==> src/lsu_pkg.sv <==
`default_nettype none

package lsu_pkg;

  localparam int ADDR_W = 32;
  localparam int DATA_W = 32;
  localparam int STRB_W = DATA_W / 8;

  // Word-wide SRAM. Only address bits 11:2 select a word, so higher addresses wrap.
  localparam int MEM_WORDS = 1024;
  localparam int MEM_AW = $clog2(MEM_WORDS);

  // Access width as used by loads, stores and the channel size fields.
  // The fourth code is unused and is handled as a word everywhere.
  typedef enum logic [1:0] {
    SIZE_BYTE = 2'd0,
    SIZE_HALF = 2'd1,
    SIZE_WORD = 2'd2
  } mem_size_e;

  typedef enum logic {
    ST_IDLE = 1'b0,
    ST_EXEC = 1'b1
  } ls_state_e;

  // One request from the execute stage.
  // sext set means sign-extend the loaded field.
  typedef struct packed {
    logic [ADDR_W-1:0] addr;
    mem_size_e         size;
    logic              sext;
    logic              write;
    logic [DATA_W-1:0] wdata;
  } lsu_req_t;

  // Master side of the write address, write data and write response channels.
  typedef struct packed {
    logic              awvalid;
    logic [ADDR_W-1:0] awaddr;
    mem_size_e         awsize;
    logic              wvalid;
    logic [DATA_W-1:0] wdata;
    logic [STRB_W-1:0] wstrb;
    logic              bready;
  } axi_w_m2s_t;

  typedef struct packed {
    logic awready;
    logic wready;
    logic bvalid;
  } axi_w_s2m_t;

  // Master side of the read address and read data channels.
  typedef struct packed {
    logic              arvalid;
    logic [ADDR_W-1:0] araddr;
    mem_size_e         arsize;
    logic              rready;
  } axi_r_m2s_t;

  typedef struct packed {
    logic              arready;
    logic              rvalid;
    logic [DATA_W-1:0] rdata;
  } axi_r_s2m_t;

endpackage

`default_nettype wire

==> src/load_extract.sv <==
`timescale 1ns/1ps
`default_nettype none

module load_extract (
  input  wire logic [lsu_pkg::DATA_W-1:0] rdata,
  input  wire logic [1:0]                 offset,
  input  wire lsu_pkg::mem_size_e         size,
  input  wire logic                       sext,
  output logic [lsu_pkg::DATA_W-1:0]      value
);

  import lsu_pkg::*;

  logic [DATA_W-1:0] shifted;
  logic              byte_fill;
  logic              half_fill;

  // Bring the addressed byte down to lane 0.
  assign shifted = rdata >> {offset, 3'b000};

  // Top bit of the kept field, or zero for an unsigned load.
  assign byte_fill = sext & shifted[7];
  assign half_fill = sext & shifted[15];

  always_comb begin
    case (size)
      SIZE_BYTE: begin
        value = {{(DATA_W - 8){byte_fill}}, shifted[7:0]};
      end
      SIZE_HALF: begin
        value = {{(DATA_W - 16){half_fill}}, shifted[15:0]};
      end
      // Word, and the unused code, pass through whatever sext says.
      default: begin
        value = shifted;
      end
    endcase
  end

endmodule

`default_nettype wire

==> config.mk <==
export PLATFORM = sky130hd
export DESIGN_NAME = load_extract
export DESIGN_NICKNAME = d
export VERILOG_FILES = /design/src/lsu_pkg.sv /design/src/load_extract.sv
export SDC_FILE = /design/constraint.sdc
export NUM_CORES = 1
export LEC_CHECK = 0
export CORE_AREA = 4 4 41 43
export DETAILED_ROUTE_END_ITERATION = 10
export DIE_AREA = 0 0 45 47
export DONT_BUFFER_PORTS = 1
export PLACE_DENSITY = 0.81
export SYNTH_ARGS = -nofsm -noshare
export SYNTH_HDL_FRONTEND = slang
export SYNTH_SLANG_ARGS = --single-unit
==> constraint.sdc <==
create_clock -name vclk -period 1.8
set_input_delay 0.18 -clock vclk [all_inputs]
set_output_delay 0.18 -clock vclk [all_outputs]
set_load 0.1 [all_outputs]
==> summary.md, run 1 <==
| Metric | Value |
|---|---|
| Synth unique cells | `28` |
| Post-Synthesis Cells | `106` |
| Synthesized area per cell | `7.63 µm²` |
| # port buffers | `0` |
| Stopped at | `3_5_place_dp` |
| Status | `aborted with a tool error` |
| GPL Wtd Cong | `0.777` |
| Initial Utilization | `~62%` |
| FP Rows | `13` |
| Net Count, Synth | `approximately 140` |
| I/O Pins | `69` |
| Synth Cell Area | `808 µm²` |
| First error | `[ERROR DPL-0038] Utilization greater than 100%, impossible to legalize` |
| Die H | `between 40 and 50 µm` |
| Yosys warnings | `0` |
| Die width | `45 µm` |
| Sequential-to-total area share from yosys stat | `0%` |
synthesized netlist by cell type:
master	instances	area share, %
a211oi_1	7	6.5
a21boi_0	7	6.5
a21oi_1	15	9.3
and2_1	1	0.77
and2b_1	1	0.93
buf_1	1	0.46
buf_2	3	1.9
buf_6	5	7.0
clkbuf_1	2	0.93
mux2_4	1	1.9
mux2i_1	16	20
mux2i_2	1	1.7
nand2_1	2	0.93
nand2b_1	2	1.5
nand3b_1	1	0.93
nor2_1	2	0.93
nor2_2	1	0.77
nor2b_1	9	7.0
o21a_1	1	0.93
o21ai_0	1	0.62
o221ai_2	1	1.9
o221ai_4	1	3.3
o22ai_1	6	4.6
o22ai_2	2	3.1
o2bb2ai_1	8	8.7
or2_1	2	1.5
or2_2	6	4.6
xor2_1	1	1.1
kinds of logic after synthesis:
group / count (synthesis) / synth area share (%)
XOR/XNOR: 1 / 1.08
AND/OR/NAND/NOR: 27 / 20.0
AO/OA/AOI/OAI: 49 / 45.4
buffers and inverters: 11 / 10.2
multiplexers: 18 / 23.4
through the flow:
stage | TNS [ps] | hold slack, ps | cell area (µm²) | worst slack, ps
global placement | 0 | 614 | 1630 | 417
floorplan | -7140 | 632 | 1040 | -574
==> inputs of run 2 (changes only) <==
--- a/config.mk
+++ b/config.mk
@@ -5,11 +5,11 @@
 export SDC_FILE = /design/constraint.sdc
 export NUM_CORES = 1
 export LEC_CHECK = 0
-export CORE_AREA = 4 4 41 43
+export CORE_AREA = 4 4 65 67
 export DETAILED_ROUTE_END_ITERATION = 10
-export DIE_AREA = 0 0 45 47
+export DIE_AREA = 0 0 69 71
 export DONT_BUFFER_PORTS = 1
-export PLACE_DENSITY = 0.81
+export PLACE_DENSITY_LB_ADDON = 0.15
 export SYNTH_ARGS = -nofsm -noshare
 export SYNTH_HDL_FRONTEND = slang
 export SYNTH_SLANG_ARGS = --single-unit
==> run 2 against run 1 <==
Against the previous run:
- the run now ends clean
- synthesized cell count is the same
- area after synthesis did not move
==> summary.md, run 2 <==
| Metric | Value |
|---|---|
| Delay-heaviest family, CP | `buffers and inverters` |
| Worst slew pin tran | `482 ps` |
| Routed via count | `935` |
| CP bufs+invs | `2` |
| Synthesized area per cell | `7.63 µm²` |
| Power Density | `615 nW/µm²` |
| Post-Synthesis Cells | `106` |
| Post-route ant nets | `0` |
| Yosys top cell area share | `19.8%` |
| Overall power | `1040 µW` |
| Reg power frac | `0%` |
| Critical Path End Type | `output pin` |
| Internal power | `approximately 350 µW` |
| FP Rows | `22` |
| Most frequent cells in the layout | `26 x buf_12, 16 x mux2i_1, 11 x buf_4` |
| CP required | `around 1600 ps` |
| Postcts setup bufs | `0` |
| Area growth syn-to-layout | `108%` |
| Initial DRT Pass Iterations | `3` |
| Setup violations, final | `0` |
| Synth area leaders | `mux2i_1 20%, a21oi_1 9.3%, o2bb2ai_1 8.7%` |
| Logic pwr share | `100.0%` |
| Min Tclk post-route | `1410 ps` |
| Status | `finished clean` |
| CP max-delay cell | `mux2i_2` |
| Die H | `71 µm` |
| Synth unique cells | `28` |
| Leakage | `0.000653 µW` |
| Fin area | `1680 µm²` |
| Vias per inst | `around 5.2` |
| Startpoint types | `input pin` |
| Area of the core | `3630 µm²` |
| Commonest cells post-synth | `16 x mux2i_1, 15 x a21oi_1, 9 x nor2b_1, 8 x o2bb2ai_1` |
| Final hold vios | `0` |
| Most common cell after layout, fill and taps aside | `buf_12` |
| Cell Area, Placed | `1680 µm²` |
| Fmax | `approximately 0.71 GHz` |
| Nets | `171` |
| Post-DP HPWL | `2620 µm` |
| GPL Wtd Cong | `around 0.7` |
| Hold-fix buffers, CTS | `0` |
| DRC Markers | `0` |
| Count leader, synth | `mux2i_1` |
| Critical path type | `input pin to output pin` |
| Min-Delay Path Class | `input pin to output pin` |
| Flip-flop and latch count | `0` |
| WL/cell | `17.7 µm` |
| ANT cells | `0` |
| CP startpoint | `offset[1]` |
| Layout cells sized above 1 | `approximately 60%` |
| Cts repair resizes | `0` |
| Slew Limit Headroom | `67.8%` |
| Die width | `about 70 µm` |
| Hold_sp | `offset[0]` |
| Initial antenna violation count | `0` |
| Largest area contributor in the netlist | `mux2i_1` |
| Net Count, Synth | `143` |
| # port buffers | `0` |
| Switch share | `65.9%` |
| Sw Pwr | `~680 µW` |
| I/O Pins | `just under 70` |
| Largest net degree at the start of global routing | `41` |
| Max-cap violations | `0` |
| Yosys warnings | `0` |
| Sequential-to-total area share from yosys stat | `0%` |
| Area of the die | `4900 µm²` |
| Total length of routed wires | `3190 µm` |
| Starting DRT DRC Count | `22` |
| Core Util, Final | `around 46%` |
| Initial Utilization | `22.2%` |
| Finished Layout Cells | `180` |
| Synth Cell Area | `808 µm²` |
| FF/Latch Area | `0 µm²` |
| CP Cell Sequence | `mux2i_2 -> and2_1 -> buf_12 -> o22ai_2 -> buf_12` |
| RSZ-0062 raised after global routing | `no` |
| Post-Place Cells | `180` |
| Critical Path Fanout Max | `28` |
| Setup TNS | `0 ps` |
| Vias in the first global route | `1007` |
| Clock Buffer Count | `0` |
| First-pass GRT wire length | `roughly 5300 µm` |
| Gr usage total | `12.6%` |
| CP peak stage delay | `290 ps` |
| Crit share post-route | `78.1%` |
| Maximum vdd drop | `0.272 mV` |
| Arr. time, crit path | `1230 ps` |
| Clock Power Share | `0%` |
| Max Slew Vio Count | `0` |
| Worst path most repeated cell | `buf_12` |
| Total grt overflow | `0` |
run 2: cell counts after synthesis:
No cell type changed its count.
run 2: metal layers:
layer | GRT usage (%) | wire length (µm)
met1 | 16.6 | 1340
met2 | 22.7 | 1660
met3 | 2.41 | 191
met4 | 0 | 0
met5 | 0 | 0
run 2: layout make-up:
cell class	instances	area, µm²
fillers	359	1950
multi-input cells	95	1020
repair buffers	37	603
well taps	48	60.1
run 2: power groups by stage:
stage / Combinational [µW] / Sequential [µW] / Clock, µW
6_report: 1040 / 0 / 0
3_5_place_dp: 1040 / 0 / 0
2_1_floorplan: 752 / 0 / 0
4_1_cts: 1050 / 0 / 0
3_3_place_gp: 1040 / 0 / 0
5_1_grt: 1070 / 0 / 0
run 2: worst paths after layout:
kind,depth (start not counted),end
max,5,value[16]
min,2,value[1]
run 2: cell families (layout without fill, tap and decap cells):
group	count (synthesis)	in the layout	synth area share [%]
buf+inv	11	37	10.2
mux	18	18	23.4
simple gates	27	27	20.0
xor+xnor	1	1	1.08
compound gates	49	49	45.4
run 2: stage by stage:
stage | hold WS, ps | worst slack [ps]
6_report | 614 | 393
3_3_place_gp | 614 | 405
5_1_grt | 623 | 298
4_1_cts | 617 | 379
3_5_place_dp | 616 | 379
2_1_floorplan | 632 | -574
(Power assumes the default switching activity.)
==> inputs of run 3 (changes only) <==
==> constraint.sdc (replaced) <==
create_clock -name vclk -period 1.45
set_input_delay 0.145 -clock vclk [all_inputs]
set_output_delay 0.145 -clock vclk [all_outputs]
set_load 0.1 [all_outputs]
==> run 3 against run 2 <==
Against the previous run:
- cell count stayed put
- first-iteration DRC count is 23% lower
- flip-flop and latch count stayed put
- worst setup slack lost 280 ps
- power increased by 31%
- via count up 1.1%
- wire length up 3.5%
- non-clock buffer count unchanged
- die area stayed put
- final area grew 9.7%
- combinational power increased by 31%
- critical path type unchanged
==> summary.md, run 3 (synthesis results as in run 2) <==
| Metric | Value |
|---|---|
| Area of the core | `between 3000 and 4000 µm²` |
| RSZ-0062 raised after global routing | `no` |
| Vias per inst | `~5.3` |
| Gr usage total | `13.0%` |
| Worst slew pin tran | `382 ps` |
| Met2 wire len | `between 1500 and 2000 µm` |
| Total grt overflow | `0` |
| Most common cell after layout, fill and taps aside | `buf_12` |
| Wire length on met3 | `286 µm` |
| Power Density | `735 nW/µm²` |
| Area of the die | `just under 5000 µm²` |
| Top sig layer | `met3` |
| Post-DP HPWL | `about 2600 µm` |
| Initial DRT Pass Iterations | `4` |
| I/O Pins | `69` |
| Area growth syn-to-layout | `128%` |
| Hold depth | `2` |
| Final hold vios | `0` |
| Postcts setup bufs | `0` |
| DRC Markers | `0` |
| Post-route ant nets | `0` |
| Vias in the first global route | `a little over 1000` |
| CP required | `1310 ps` |
| Hold_sp | `offset[0]` |
| FP Rows | `22` |
| Initial Utilization | `approximately 22%` |
| Initial antenna violation count | `0` |
| Arr. time, crit path | `1190 ps` |
| Crit share post-route | `92.0%` |
| Leakage | `between 0.0006 and 0.0007 µW` |
| Critical path type | `input pin to output pin` |
| Min Tclk post-route | `between 1000 and 1500 ps` |
| Setup TNS | `0 ps` |
| Most frequent cells in the layout | `27 x buf_12, 15 x mux2i_1, 10 x buf_4` |
| Met1 wire length | `1480 µm` |
| Die width | `69 µm` |
| Maximum vdd drop | `0.347 mV` |
| Largest net degree at the start of global routing | `41` |
| Starting DRT DRC Count | `17` |
| Hold-fix buffers, CTS | `0` |
| GPL Wtd Cong | `0.740` |
| Critical Path Fanout Max | `28` |
| Startpoint types | `input pin` |
| Status | `finished clean` |
| First-pass GRT wire length | `around 5500 µm` |
| Total length of routed wires | `3300 µm` |
| WHS | `555 ps` |
| Die H | `71 µm` |
| Nets | `171` |
| Flip-flop and latch count | `0` |
| Critical Path End Type | `output pin` |
| Setup violations, final | `0` |
| # port buffers | `0` |
| ANT cells | `0` |
| Cts repair resizes | `0` |
| Routed via count | `945` |
| Clock Buffer Count | `0` |
| Layout cells sized above 1 | `a little over three fifths` |
| Max-cap violations | `0` |
| WL/cell | `18.3 µm` |
| Hold path endpoint | `value[1]` |
| Fmax | `roughly 0.75 GHz` |
| Slew Limit Headroom | `74.4%` |
| Min-Delay Path Class | `input pin to output pin` |
| Max Slew Vio Count | `0` |
| FF/Latch Area | `0 µm²` |
==> run 3: per-layer routing <==
metal / up-vias / global-route usage (%)
li1: 457 / -
met1: 446 / 17.3
met2: 42 / 21.8
met3: 0 / 3.98
met4: 0 / 0
met5: - / 0
==> run 3: stage by stage <==
step	power, µW	setup slack, ps	instance area, µm²	instances	util [%]
final	1360	115	1850	180	50.8
after detailed placement	1370	113	1850	180	50.8
after global placement	1360	121	1850	180	50.8
after floorplan	1050	-224	1280	106	-
after global routing	1400	70.4	1850	180	50.8
after CTS	1370	111	1850	180	50.8
==> run 3: final cells by class <==
class | count | area, µm²
Fill cell | 348 | 1790
Multi-Input combinational cell | 95 | 1170
Tap cell | 48 | 60.1
Timing Repair Buffer | 37 | 616
==> run 3: worst max-delay path by stage <==
stage	to	startpoint	slack, ps	cells past startpoint
6_report	value[19]	offset[1]	120	5
4_1_cts	value[16]	offset[1]	110	5
3_5_place_dp	value[16]	offset[1]	110	5
5_1_grt	value[16]	offset[1]	70	5
2_1_floorplan	value[22]	offset[1]	-220	6
3_3_place_gp	value[16]	offset[1]	120	5
==> run 3: worst max-delay path, cell delays in order <==
cell	delay [ps]
mux2i_4	290
and2_2	230
buf_12	210
o22ai_4	120
buf_12	180
==> run 3: power breakdown <==
part	leakage [µW]	internal (µW)	switching, µW
clock	0	0	0
combinational	0.000679	473	884
sequential	0	0	0
total	0.000679	473	884
