### src/lsu_pkg.sv
`default_nettype none

package lsu_pkg;

  localparam int ADDR_W = 32;
  localparam int DATA_W = 32;
  localparam int STRB_W = DATA_W / 8;

  // Word-wide SRAM. Only address bits 11:2 select a word, so higher addresses wrap.
  localparam int MEM_WORDS = 1024;
  localparam int MEM_AW = $clog2(MEM_WORDS);

  // Access width as used by loads, stores and the channel size fields.
  // The fourth code is unused and is handled as a word everywhere.
  typedef enum logic [1:0] {
    SIZE_BYTE = 2'd0,
    SIZE_HALF = 2'd1,
    SIZE_WORD = 2'd2
  } mem_size_e;

  typedef enum logic {
    ST_IDLE = 1'b0,
    ST_EXEC = 1'b1
  } ls_state_e;

  // One request from the execute stage.
  // sext set means sign-extend the loaded field.
  typedef struct packed {
    logic [ADDR_W-1:0] addr;
    mem_size_e         size;
    logic              sext;
    logic              write;
    logic [DATA_W-1:0] wdata;
  } lsu_req_t;

  // Master side of the write address, write data and write response channels.
  typedef struct packed {
    logic              awvalid;
    logic [ADDR_W-1:0] awaddr;
    mem_size_e         awsize;
    logic              wvalid;
    logic [DATA_W-1:0] wdata;
    logic [STRB_W-1:0] wstrb;
    logic              bready;
  } axi_w_m2s_t;

  typedef struct packed {
    logic awready;
    logic wready;
    logic bvalid;
  } axi_w_s2m_t;

  // Master side of the read address and read data channels.
  typedef struct packed {
    logic              arvalid;
    logic [ADDR_W-1:0] araddr;
    mem_size_e         arsize;
    logic              rready;
  } axi_r_m2s_t;

  typedef struct packed {
    logic              arready;
    logic              rvalid;
    logic [DATA_W-1:0] rdata;
  } axi_r_s2m_t;

endpackage

`default_nettype wire

### src/lsu_ctrl.sv
`timescale 1ns/1ps
`default_nettype none

module lsu_ctrl (
  input  wire logic                       clock,
  input  wire logic                       reset,
  input  wire lsu_pkg::lsu_req_t          req,
  input  wire logic                       req_valid,
  output logic                            req_ready,
  input  wire logic [lsu_pkg::DATA_W-1:0] wdata_lane,
  input  wire logic [lsu_pkg::STRB_W-1:0] wstrb,
  input  wire logic [lsu_pkg::DATA_W-1:0] load_value,
  output logic [1:0]                      ld_offset,
  output lsu_pkg::mem_size_e              ld_size,
  output logic                            ld_sext,
  output logic                            rsp_valid,
  output logic [lsu_pkg::DATA_W-1:0]      rsp_rdata,
  output lsu_pkg::axi_w_m2s_t             w_m2s,
  input  wire lsu_pkg::axi_w_s2m_t        w_s2m,
  output lsu_pkg::axi_r_m2s_t             r_m2s,
  input  wire lsu_pkg::axi_r_s2m_t        r_s2m
);

  import lsu_pkg::*;

  ls_state_e state;
  ls_state_e state_next;
  logic      accept;

  // Channel control.
  logic ar_valid_q;
  logic r_ready_q;
  logic aw_valid_q;
  logic w_valid_q;
  logic b_ready_q;

  // Channel payload captured on acceptance.
  logic [ADDR_W-1:0] ar_addr_q;
  mem_size_e         ar_size_q;
  logic              ar_sext_q;
  logic [ADDR_W-1:0] aw_addr_q;
  mem_size_e         aw_size_q;
  logic [DATA_W-1:0] w_data_q;
  logic [STRB_W-1:0] w_strb_q;

  assign accept = (state == ST_IDLE) && req_valid && req_ready;

  always_ff @(posedge clock) begin
    if (reset) begin
      state <= ST_IDLE;
    end else begin
      state <= state_next;
    end
  end

  always_comb begin
    state_next = state;
    case (state)
      ST_IDLE: begin
        if (accept) begin
          state_next = ST_EXEC;
        end
      end
      ST_EXEC: begin
        if (r_s2m.rvalid || w_s2m.bvalid) begin
          state_next = ST_IDLE;
        end
      end
      default: begin
        state_next = ST_IDLE;
      end
    endcase
  end

  // Response strobes and the rready/bready acknowledges last a single cycle.
  always_ff @(posedge clock) begin
    if (reset) begin
      req_ready  <= 1'b1;
      rsp_valid  <= 1'b0;
      rsp_rdata  <= '0;
      ar_valid_q <= 1'b0;
      r_ready_q  <= 1'b0;
      aw_valid_q <= 1'b0;
      w_valid_q  <= 1'b0;
      b_ready_q  <= 1'b0;
    end else begin
      rsp_valid <= 1'b0;
      r_ready_q <= 1'b0;
      b_ready_q <= 1'b0;
      case (state)
        ST_IDLE: begin
          if (accept) begin
            req_ready <= 1'b0;
            if (req.write) begin
              // A store is reported done to the core right away.
              aw_valid_q <= 1'b1;
              w_valid_q  <= 1'b1;
              rsp_valid  <= 1'b1;
            end else begin
              ar_valid_q <= 1'b1;
            end
          end
        end
        ST_EXEC: begin
          if (r_s2m.arready) begin
            ar_valid_q <= 1'b0;
          end
          if (w_s2m.awready) begin
            aw_valid_q <= 1'b0;
          end
          if (w_s2m.wready) begin
            w_valid_q <= 1'b0;
          end
          if (r_s2m.rvalid) begin
            r_ready_q <= 1'b1;
            rsp_valid <= 1'b1;
            rsp_rdata <= load_value;
            req_ready <= 1'b1;
          end
          if (w_s2m.bvalid) begin
            b_ready_q <= 1'b1;
            req_ready <= 1'b1;
          end
        end
        default: begin
          req_ready <= 1'b1;
        end
      endcase
    end
  end

  always_ff @(posedge clock) begin
    if (accept) begin
      if (req.write) begin
        aw_addr_q <= req.addr;
        aw_size_q <= req.size;
        w_data_q  <= wdata_lane;
        w_strb_q  <= wstrb;
      end else begin
        ar_addr_q <= req.addr;
        ar_size_q <= req.size;
        ar_sext_q <= req.sext;
      end
    end
  end

  always_comb begin
    w_m2s.awvalid = aw_valid_q;
    w_m2s.awaddr  = aw_addr_q;
    w_m2s.awsize  = aw_size_q;
    w_m2s.wvalid  = w_valid_q;
    w_m2s.wdata   = w_data_q;
    w_m2s.wstrb   = w_strb_q;
    w_m2s.bready  = b_ready_q;
    r_m2s.arvalid = ar_valid_q;
    r_m2s.araddr  = ar_addr_q;
    r_m2s.arsize  = ar_size_q;
    r_m2s.rready  = r_ready_q;
  end

  // The extractor works from the registered load address, not the live request.
  assign ld_offset = ar_addr_q[1:0];
  assign ld_size   = ar_size_q;
  assign ld_sext   = ar_sext_q;

  a_one_channel : assert property (@(posedge clock) disable iff (reset)
    !(r_m2s.arvalid && w_m2s.awvalid))
    else $error("lsu_ctrl: read and write address valid together");

  a_busy_not_ready : assert property (@(posedge clock) disable iff (reset)
    (state == ST_EXEC) |-> !req_ready)
    else $error("lsu_ctrl: req_ready high while a request is in flight");

endmodule

`default_nettype wire

### config.mk
export PLATFORM = sky130hd
export DESIGN_NAME = lsu_ctrl
export DESIGN_NICKNAME = d
export VERILOG_FILES = /design/src/lsu_pkg.sv /design/src/lsu_ctrl.sv
export SDC_FILE = /design/constraint.sdc
export NUM_CORES = 1
export LEC_CHECK = 0
export BUFFER_PORTS_ARGS = -buffer_cell sky130_fd_sc_hd__buf_2
export CAP_MARGIN = 10
export CORE_ASPECT_RATIO = 0.6
export CORE_MARGIN = 3
export CORE_UTILIZATION = 35
export CTS_CLUSTER_DIAMETER = 150
export DETAILED_ROUTE_END_ITERATION = 10
export PLACE_DENSITY = 0.75
export SYNTH_ARGS = -nofsm -noshare
export SYNTH_HDL_FRONTEND = slang
export SYNTH_SLANG_ARGS = --single-unit
### constraint.sdc
create_clock -name clock -period 2.75 [get_ports clock]
set_input_delay 0.275 -clock clock [delete_from_list [all_inputs] [get_ports clock]]
set_output_delay 0.275 -clock clock [all_outputs]
set_load 0.01 [all_outputs]
==> results of run 1 <==
[metal layers]
metal	vias up	track usage, %	part of all wire [%]
met1	1641	20.1	44
li1	1591	-	-
met3	10	4.45	6.5
met5	-	0	0.11
met2	117	25.2	49
met4	2	4.76	0.72
[worst max path at each step]
stage                      from             to  slack (ps)  depth (start not counted)
final                     state  ar_addr_q[18]         850                          3
after global routing      state  ar_addr_q[18]         660                          3
after CTS                 state  ar_addr_q[16]         780                          3
after detailed placement  state  ar_addr_q[15]         780                          3
after global placement    state   ar_addr_q[2]         860                          3
after floorplan           state   aw_addr_q[0]         260                          3
[per-stage QoR]
stage | power (W) | hold WS [ps]
2_1_floorplan | 0.00270 | 374
3_3_place_gp | 0.00288 | 452
3_5_place_dp | 0.00290 | 453
4_1_cts | 0.00532 | 23.9
5_1_grt | 0.00546 | 20.7
6_report | 0.00525 | 46.7
[cells by family after synthesis]
| kind of cell | count (synthesis) |
|---|---|
| AND/OR/NAND/NOR | 41 |
| flip-flops | 145 |
| buffers and inverters | 30 |
| AO/OA/AOI/OAI | 74 |
[area by class of cell]
class,instances,area share [%]
Sequential cell,145,56.8
Timing Repair Buffer,265,19.4
Multi-Input combinational cell,115,11.1
Clock buffer,25,8.07
Tap cell,187,3.36
Clock inverter,7,1.17
Inverter,2,0.108
[registers in the layout (all words and copies together) (netlist names), 2 cells and up]
name,count
ar_addr_q,32
aw_addr_q,32
aw_size_q,2
ld_size,2
rsp_rdata,32
w_data_q,32
w_strb_q,4
[report_power, final]
group          internal [W]  switching [W]
sequential          0.00245      0.0000362
combinational      0.000151       0.000205
clock               0.00153       0.000873
total               0.00414        0.00111
[placed cells by master, fill, tap and decap left out]
cell | synthesis | routed
buf_12 | 0 | 1
dfxtp_2 | 0 | 1
a21bo_1 | 35 | 35
nand4bb_1 | 1 | 1
or3b_1 | 1 | 1
buf_2 | 14 | 259
a21oi_1 | 37 | 37
nand3b_1 | 1 | 1
clkinv_4 | 0 | 2
nand2_1 | 2 | 2
a211o_1 | 1 | 1
dfxtp_1 | 40 | 39
clkbuf_1 | 3 | 3
nand3_1 | 32 | 32
bufinv_16 | 0 | 1
buf_4 | 9 | 5
inv_1 | 2 | 1
clkinvlp_4 | 0 | 1
nor2_1 | 2 | 2
inv_2 | 0 | 1
clkbuf_16 | 0 | 22
inv_6 | 0 | 3
nand2b_1 | 1 | 1
nand4b_1 | 1 | 1
edfxtp_1 | 105 | 105
o21a_1 | 1 | 1
==> metrics.cfg, run 1 <==
[status]
outcome=complete, no violations

[synth]
yosysMostFrequentCell=edfxtp_1
synth-edff-count=105
yosysTopAreaCellShare_pct=64.4
synth_warnings=0
synth_area_per_cell_um2=16.9
synthXorXnorAreaFrac_pct=0
synth_mux_area_share_pct=0
synth_seq_area_share_pct=80.8
syn_inst=290
synth_top_family_by_area=compound AO/OA/AOI/OAI gates
ys_top_cells_by_area=edfxtp_1 64%, dfxtp_1 16%, a21bo_1 7.2%
synth_top_cell_by_area=edfxtp_1
synth-simple-area-share_pct=4.45
syn_area_um2=4890
synthTopCellsByCount=105 x edfxtp_1, 40 x dfxtp_1, 37 x a21oi_1
synth_cell_type_count=20
ys_ff_latch=145
synth_nets=466
synth-async-reset-ratio_pct=0
synth-adder-area-share_pct=0
synth_top_flop_cell=edfxtp_1
synth_compound_area_share_pct=11.3

[global_routing]
grt_max_degree=64
antenna_found_initial=1
grt_pass1_wl_um=18800
track_usage_pct=15.5
grt_overflow=0
grt_pass1_vias=3464

[pwr]
vdd_drop_max_uv=353
p_leak_nw=2.96
power_density_nw_per_um2=754

[layout]
nets=722
multi_input_area_um2=769
utilization_pct=52.5
diodes=0
drive_gt1_share_pct=53.0
seq_area_um2=3960
layout.cells.non_filler=746
final_area_um2=6960
syn_to_final_growth_pct=42.3
n_fill_cell=1120

[timing]
setup_violations=0
hold_viol=0
setup_ws_ps=850
rsz0062_at_grt=false
maxSlewViolCount=0
setup_tns_ps=0
maxSlewHeadroom_pct=50.0
finalCritPeriodShare_pct=69.1
worstMarginPinSlew_ps=750
clock-skew-final_ps=10.6
fmax_ghz=0.526
min_period_ps=1900

[clock_network]
cts-buffers-inserted=17
cts_tree=built
root_buffer=clkbuf_16
path_clk_slew_ps=60
ctsHoldBuffers=0
cts_sinks=145
cts_repair_resize_count=0
cts_htree_levels=4
postCtsSetupRepairBufs=0
clk_latency_ps=400
clockBufferDepth=2

[detailed_routing]
num_vias=3361
drt-initial-drc-count=209
ant_nets=0
routed_wl_um=12200
routedWlPerCell_um=16.3
first_pass_iters=4
post-route-drc-count=0
vias_per_cell=4.51

[setup_path]
crit_fanout=32
crit_required_ps=2830
cp-end-kind=flop
timing.rr.end=ar_addr_q[18]
r2r-start=state
cp-start-kind=flop
reg2regPathDepth=3
crit_slowest_cell=inv_1
max_stage_delay_ps=480
path_cells=nand4bb_1 > inv_1 > buf_4
path_buf_inv=2
reg2reg_slack_ps=850
crit_arrival_ps=1980
setup.worst_path.class=flop to flop
critical-path-top-delay-family=buffers and inverters

[placement]
postPlaceCellArea_um2=6320
dp.cells=714
io_buffer_count=259
pre_cts_ws_ps=777
gp_congestion=0.770
dp_hpwl_um=8930

[worst_hold_path]
hold_path.class=input port to flop
min_path_cells=1
hold_path_end=w_data_q[31]
min_from=wdata_lane[31]

[die]
die_area_um2=15500
start_util_pct=36.9
pin_count=324
core_area_um2=13300
die_y_um=97.6
rows=32
fp.dieW_um=159

[run]
drv_cap=0

Power figures use the tool's default switching activity.
==> run 2: changes to the inputs <==
Settings changed: PLACE_DENSITY 0.75 to 0.77.
Clock period 2.75 ns to 1.5 ns, I/O delays scaled along.
==> metrics.cfg, run 2 (synthesis gave the netlist of run 1 again) <==
[global_routing]
grt_util_met3_pct=5.65  ; +1.2 points
grt_pass1_wl_um=20800  ; +11%
grt.busiest_layer=met2
grt_overflow=0  ; unchanged
globalRouteMet1Util_pct=19.8  ; -0.30 points
grt_use_met2_pct=29.4  ; +4.3 points
track_usage_pct=17.4  ; +1.9 points
antenna_found_initial=0  ; -1
grt_max_degree=56  ; -13%
grt_pass1_vias=4053  ; +17%

[clock_network]
clockBufferDepth=2  ; unchanged
cts-buffers-inserted=17  ; unchanged
path_clk_slew_ps=60  ; about the same
cts_sinks=145  ; unchanged
postCtsSetupRepairBufs=0  ; unchanged
cts_htree_levels=4  ; unchanged
root_buffer=clkbuf_16
cts_tree=built
clk_latency_ps=410  ; about the same

[timing]
clock-skew-final_ps=11.1  ; +0.467 ps
min_period_ps=1390  ; -513 ps
maxSlewViolCount=0  ; unchanged
worstMarginPinSlew_ps=534  ; -216 ps
maxSlewHeadroom_pct=64.4  ; +14 points
rsz0062_at_grt=false
hold_viol=0  ; unchanged
setup_violations=0  ; unchanged
fmax_ghz=0.721  ; +37%
setup_ws_ps=114  ; -737 ps
finalCritPeriodShare_pct=92.4  ; +23 points

[layout]
diodes=0  ; unchanged
utilization_pct=59.8  ; +7.3 points
drive_gt1_share_pct=46.3  ; -6.7 points
nets=820  ; +14%
multi_input_area_um2=769  ; unchanged
layout.cells.non_filler=844  ; +13%
mostFrequentLayoutCells=259 x buf_2, 105 x edfxtp_1, 93 x dlygate4sd3_1
seq_area_um2=3960  ; unchanged
syn_to_final_growth_pct=62.0
n_fill_cell=1022  ; -8.8%
final_common_cell=buf_2

[die]
die_y_um=97.6  ; unchanged
die_area_um2=15500  ; unchanged
pin_count=324  ; unchanged
fp.dieW_um=159  ; unchanged
rows=32  ; unchanged
core_area_um2=13300  ; unchanged
start_util_pct=36.9  ; unchanged

[setup_path]
reg2regPathDepth=3  ; unchanged
reg2reg_slack_ps=110  ; -740 ps
crit_path_start=state
timing.rr.end=w_data_q[19]
crit_required_ps=1590  ; -1240 ps
path_buf_inv=2  ; unchanged
setup.worst_path.class=flop to flop
cp-end-kind=flop
worst-path-stages=3  ; unchanged
crit_fanout=40  ; +25%
critical-path-top-delay-family=buffers and inverters
crit_slowest_cell=dfxtp_2
max_stage_delay_ps=350  ; -130 ps
r2r-start=state
cp-start-kind=flop
crit_arrival_ps=1470  ; -510 ps
path_cells=nand4b_1 > clkinvlp_4 > buf_12
crit_end=w_data_q[19]

[detailed_routing]
routedWlPerCell_um=16.0  ; -2.2%
vias_per_cell=4.48  ; -0.46%
first_pass_iters=4  ; unchanged
num_vias=3785  ; +13%
drt-initial-drc-count=213  ; +1.9%
routed_wl_um=13500  ; +11%
ant_nets=0  ; unchanged
post-route-drc-count=0  ; unchanged

[run]
drv_cap=0  ; unchanged

[pwr]
vdd_drop_max_uv=623  ; +76%
p_leak_nw=3.34  ; +13%
power_density_nw_per_um2=1220  ; +62%

[placement]
pre_cts_ws_ps=105  ; -671 ps
dp.cells=719  ; +0.70%
io_buffer_count=259  ; unchanged
gp_congestion=0.763  ; -0.86%
dp_hpwl_um=8730  ; -2.2%

[worst_hold_path]
hold_path.class=input port to flop

[status]
outcome=complete, no violations

## run 2: cell types whose count changed in the layout (fill, tap and decap cells not counted), sizes merged
cell         before  now
buf             265  270
bufinv            1    2
clkbuf           25   18
clkinv            2    0
clkinvlp          1    6
dlygate4sd3       0   93
inv               5    8
## run 2: worst min path at each step
stage	end	start	slack, ps	depth (start not counted)
global route	rsp_rdata[7]	load_value[7]	7	3
finish	rsp_rdata[7]	load_value[7]	20	3
detailed placement	w_data_q[11]	wdata_lane[11]	330	1
floorplan	ar_addr_q[0]	req[36]	250	0
CTS	rsp_rdata[7]	load_value[7]	0.3	3
global placement	w_data_q[11]	wdata_lane[11]	330	1
## run 2: cell type report
cell class | instances | share of cell area, %
clock inverters | 14 | 2.11
clock buffers | 18 | 5.41
multi-input cells | 115 | 9.70
repair buffers | 363 | 29.8
well taps | 187 | 2.95
inverters | 2 | 0.189
flip-flops and latches | 145 | 49.9
## run 2: through the flow
step | power [W] | instance area (µm²) | hold slack (ps) | TNS [ps]
2_1_floorplan | 0.00495 | 4910 | 249 | -39510
3_3_place_gp | 0.00530 | 6400 | 327 | 0
3_5_place_dp | 0.00534 | 6400 | 328 | 0
4_1_cts | 0.00980 | 7930 | 0.318 | 0
5_1_grt | 0.0101 | 7930 | 7.01 | 0
6_report | 0.00968 | 7930 | 22.5 | 0
## run 2: power breakdown
part / internal, W / switching, W / leakage [nW]
combinational: 0.000459 / 0.000438 / 1.76
sequential: 0.00449 / 0.0000568 / 1.30
clock: 0.00251 / 0.00172 / 0.280
total: 0.00746 / 0.00221 / 3.34
## run 2: timing repair
item / in CTS / in global routing
hold endpoints to repair: 127 / 0
hold buffers: 93 / 0
resized for setup: 0 / 0
## run 2: worst reg2reg max path, delay by kind of cell, from the launching register on
| family | cells | cell delay, ps |
|---|---|---|
| and+or+nand+nor | 1 | 270 |
| buffers and inverters | 2 | 420 |
| DFF | 1 | 350 |
## run 2: metal layers
metal  routed length (µm)  share of wire [%]
met1                 5440                 40
met2                 6720                 50
met3                  973                7.2
met4                  336                2.5
met5                    0                  0
==> run 3: changes to the inputs <==
Settings changed: CORE_MARGIN 3 to 1.5.
==> metrics.cfg, run 3 (synthesis gave the netlist of run 1 again) <==
[clock_network]
clk_latency_ps=410  ; about the same
cts_sinks=145  ; unchanged
cts-buffers-inserted=17  ; unchanged
path_clk_slew_ps=60  ; about the same
cts_tree=built
cts_htree_levels=4  ; unchanged
clockBufferDepth=2  ; unchanged
root_buffer=clkbuf_16

[setup_path]
r2r-start=state
cp-end-kind=flop
crit_path_start=state
crit_arrival_ps=1670  ; +200 ps
crit_end=state
reg2reg_slack_ps=160  ; +40 ps
setup.worst_path.class=flop to flop
crit_fanout=48  ; +20%
reg2regPathDepth=3  ; unchanged
timing.rr.end=state
crit_required_ps=1830  ; +240 ps
cp-start-kind=flop

[global_routing]
antenna_found_initial=0  ; unchanged
grt_overflow=0  ; unchanged
grt_pass1_vias=3840  ; -5.3%
track_usage_pct=18.5  ; +1.1 points
grt_max_degree=49  ; -13%
grt_pass1_wl_um=20300  ; -2.0%

[die]
start_util_pct=35.8  ; -1.1 points
core_area_um2=13700  ; +3.1%
die_area_um2=14700  ; -4.9%
rows=33  ; +3.1%
fp.dieW_um=156  ; -1.9%
pin_count=324  ; unchanged
die_y_um=94.6  ; -3.1%

[pwr]
vdd_drop_max_uv=622  ; -0.12%
power_density_nw_per_um2=1210  ; -0.90%
power_w=0.00956  ; -1.2%
p_leak_nw=3.33  ; -0.33%

[placement]
io_buffer_count=259  ; unchanged
postPlaceCellArea_um2=6410  ; +0.18%
dp.cells=723  ; +0.56%
dp_hpwl_um=8870  ; +1.6%
gp_congestion=0.783  ; +2.5%

[timing]
fmax_ghz=0.744  ; +3.2%
maxSlewHeadroom_pct=70.4  ; +6.0 points
worstMarginPinSlew_ps=444  ; -89.7 ps
clock-skew-final_ps=11.2  ; +0.110 ps
whs_ps=15.6  ; -6.88 ps
setup_violations=0  ; unchanged
finalCritPeriodShare_pct=89.6  ; -2.9 points
rsz0062_at_grt=false
min_period_ps=1340  ; -43.0 ps
maxSlewViolCount=0  ; unchanged
hold_viol=0  ; unchanged

[detailed_routing]
post-route-drc-count=0  ; unchanged
vias_per_cell=4.59  ; +2.4%
drt-initial-drc-count=181  ; -15%
first_pass_iters=4  ; unchanged
num_vias=3888  ; +2.7%
routedWlPerCell_um=16.7  ; +4.6%
routed_wl_um=14100  ; +5.0%
ant_nets=0  ; unchanged

[layout]
nets=818  ; -0.24%
final_area_um2=7910  ; -0.28%
diodes=0  ; unchanged
final_common_cell=buf_2
mostFrequentLayoutCells=259 x buf_2, 105 x edfxtp_1, 92 x dlygate4sd3_1
syn_to_final_growth_pct=61.6
drive_gt1_share_pct=46.3  ; about the same
layout.cells.non_filler=847  ; +0.36%

[worst_hold_path]
hold_path.class=input port to flop
min_from=load_value[19]
min_path_cells=3  ; unchanged

[run]
drv_cap=0  ; unchanged

[status]
outcome=complete, no violations

[run 3: area by class of cell]
class | instances | area (µm²)
Clock buffer | 17 | 425
Clock inverter | 15 | 148
Fill cell | 1025 | 5760
Inverter | 2 | 15.0
Multi-Input combinational cell | 115 | 769
Sequential cell | 145 | 3960
Tap cell | 192 | 240
Timing Repair Buffer | 361 | 2350
[run 3: worst max-delay path: stages, from the launching register on]
cell	delay [ps]
dfxtp_2	340
buf_4	390
or3b_1	390
a21oi_1	150
[run 3: per-stage QoR]
stage,TNS [ps],setup WS (ps),util (%)
after floorplan,-39510,-564,-
after global placement,0,182,46.9
after detailed placement,0,152,46.9
after CTS,0,152,57.9
after global routing,0,81.6,57.9
final,0,157,57.9
[run 3: worst min path at each step]
stage	end
after global routing	rsp_rdata[19]
final	rsp_rdata[19]
after CTS	rsp_rdata[19]
after detailed placement	w_data_q[14]
after global placement	w_data_q[30]
after floorplan	ar_addr_q[0]
[run 3: what timing repair did]
item	CTS	global route
gates resized for setup	0	0
setup buffers	0	0
setup endpoints to repair	0	0
hold endpoints to repair	126	0
hold buffers	92	0
[run 3: power by group]
| part | switching [W] | leakage, nW | total, W | internal (W) |
|---|---|---|---|---|
| Combinational | 0.000449 | 1.76 | 0.000908 | 0.000459 |
| Clock | 0.00177 | 0.274 | 0.00410 | 0.00233 |
| Sequential | 0.0000596 | 1.30 | 0.00455 | 0.00449 |
| Total | 0.00227 | 3.33 | 0.00956 | 0.00729 |
[run 3: routing by layer]
layer  GRT usage (%)  vias up  wire length (µm)
met5               0        -                 0
met3            6.33       26              1010
met2            34.3      160              7590
met4            6.51        0               221
li1                -     1786                 -
met1            19.9     1916              5320
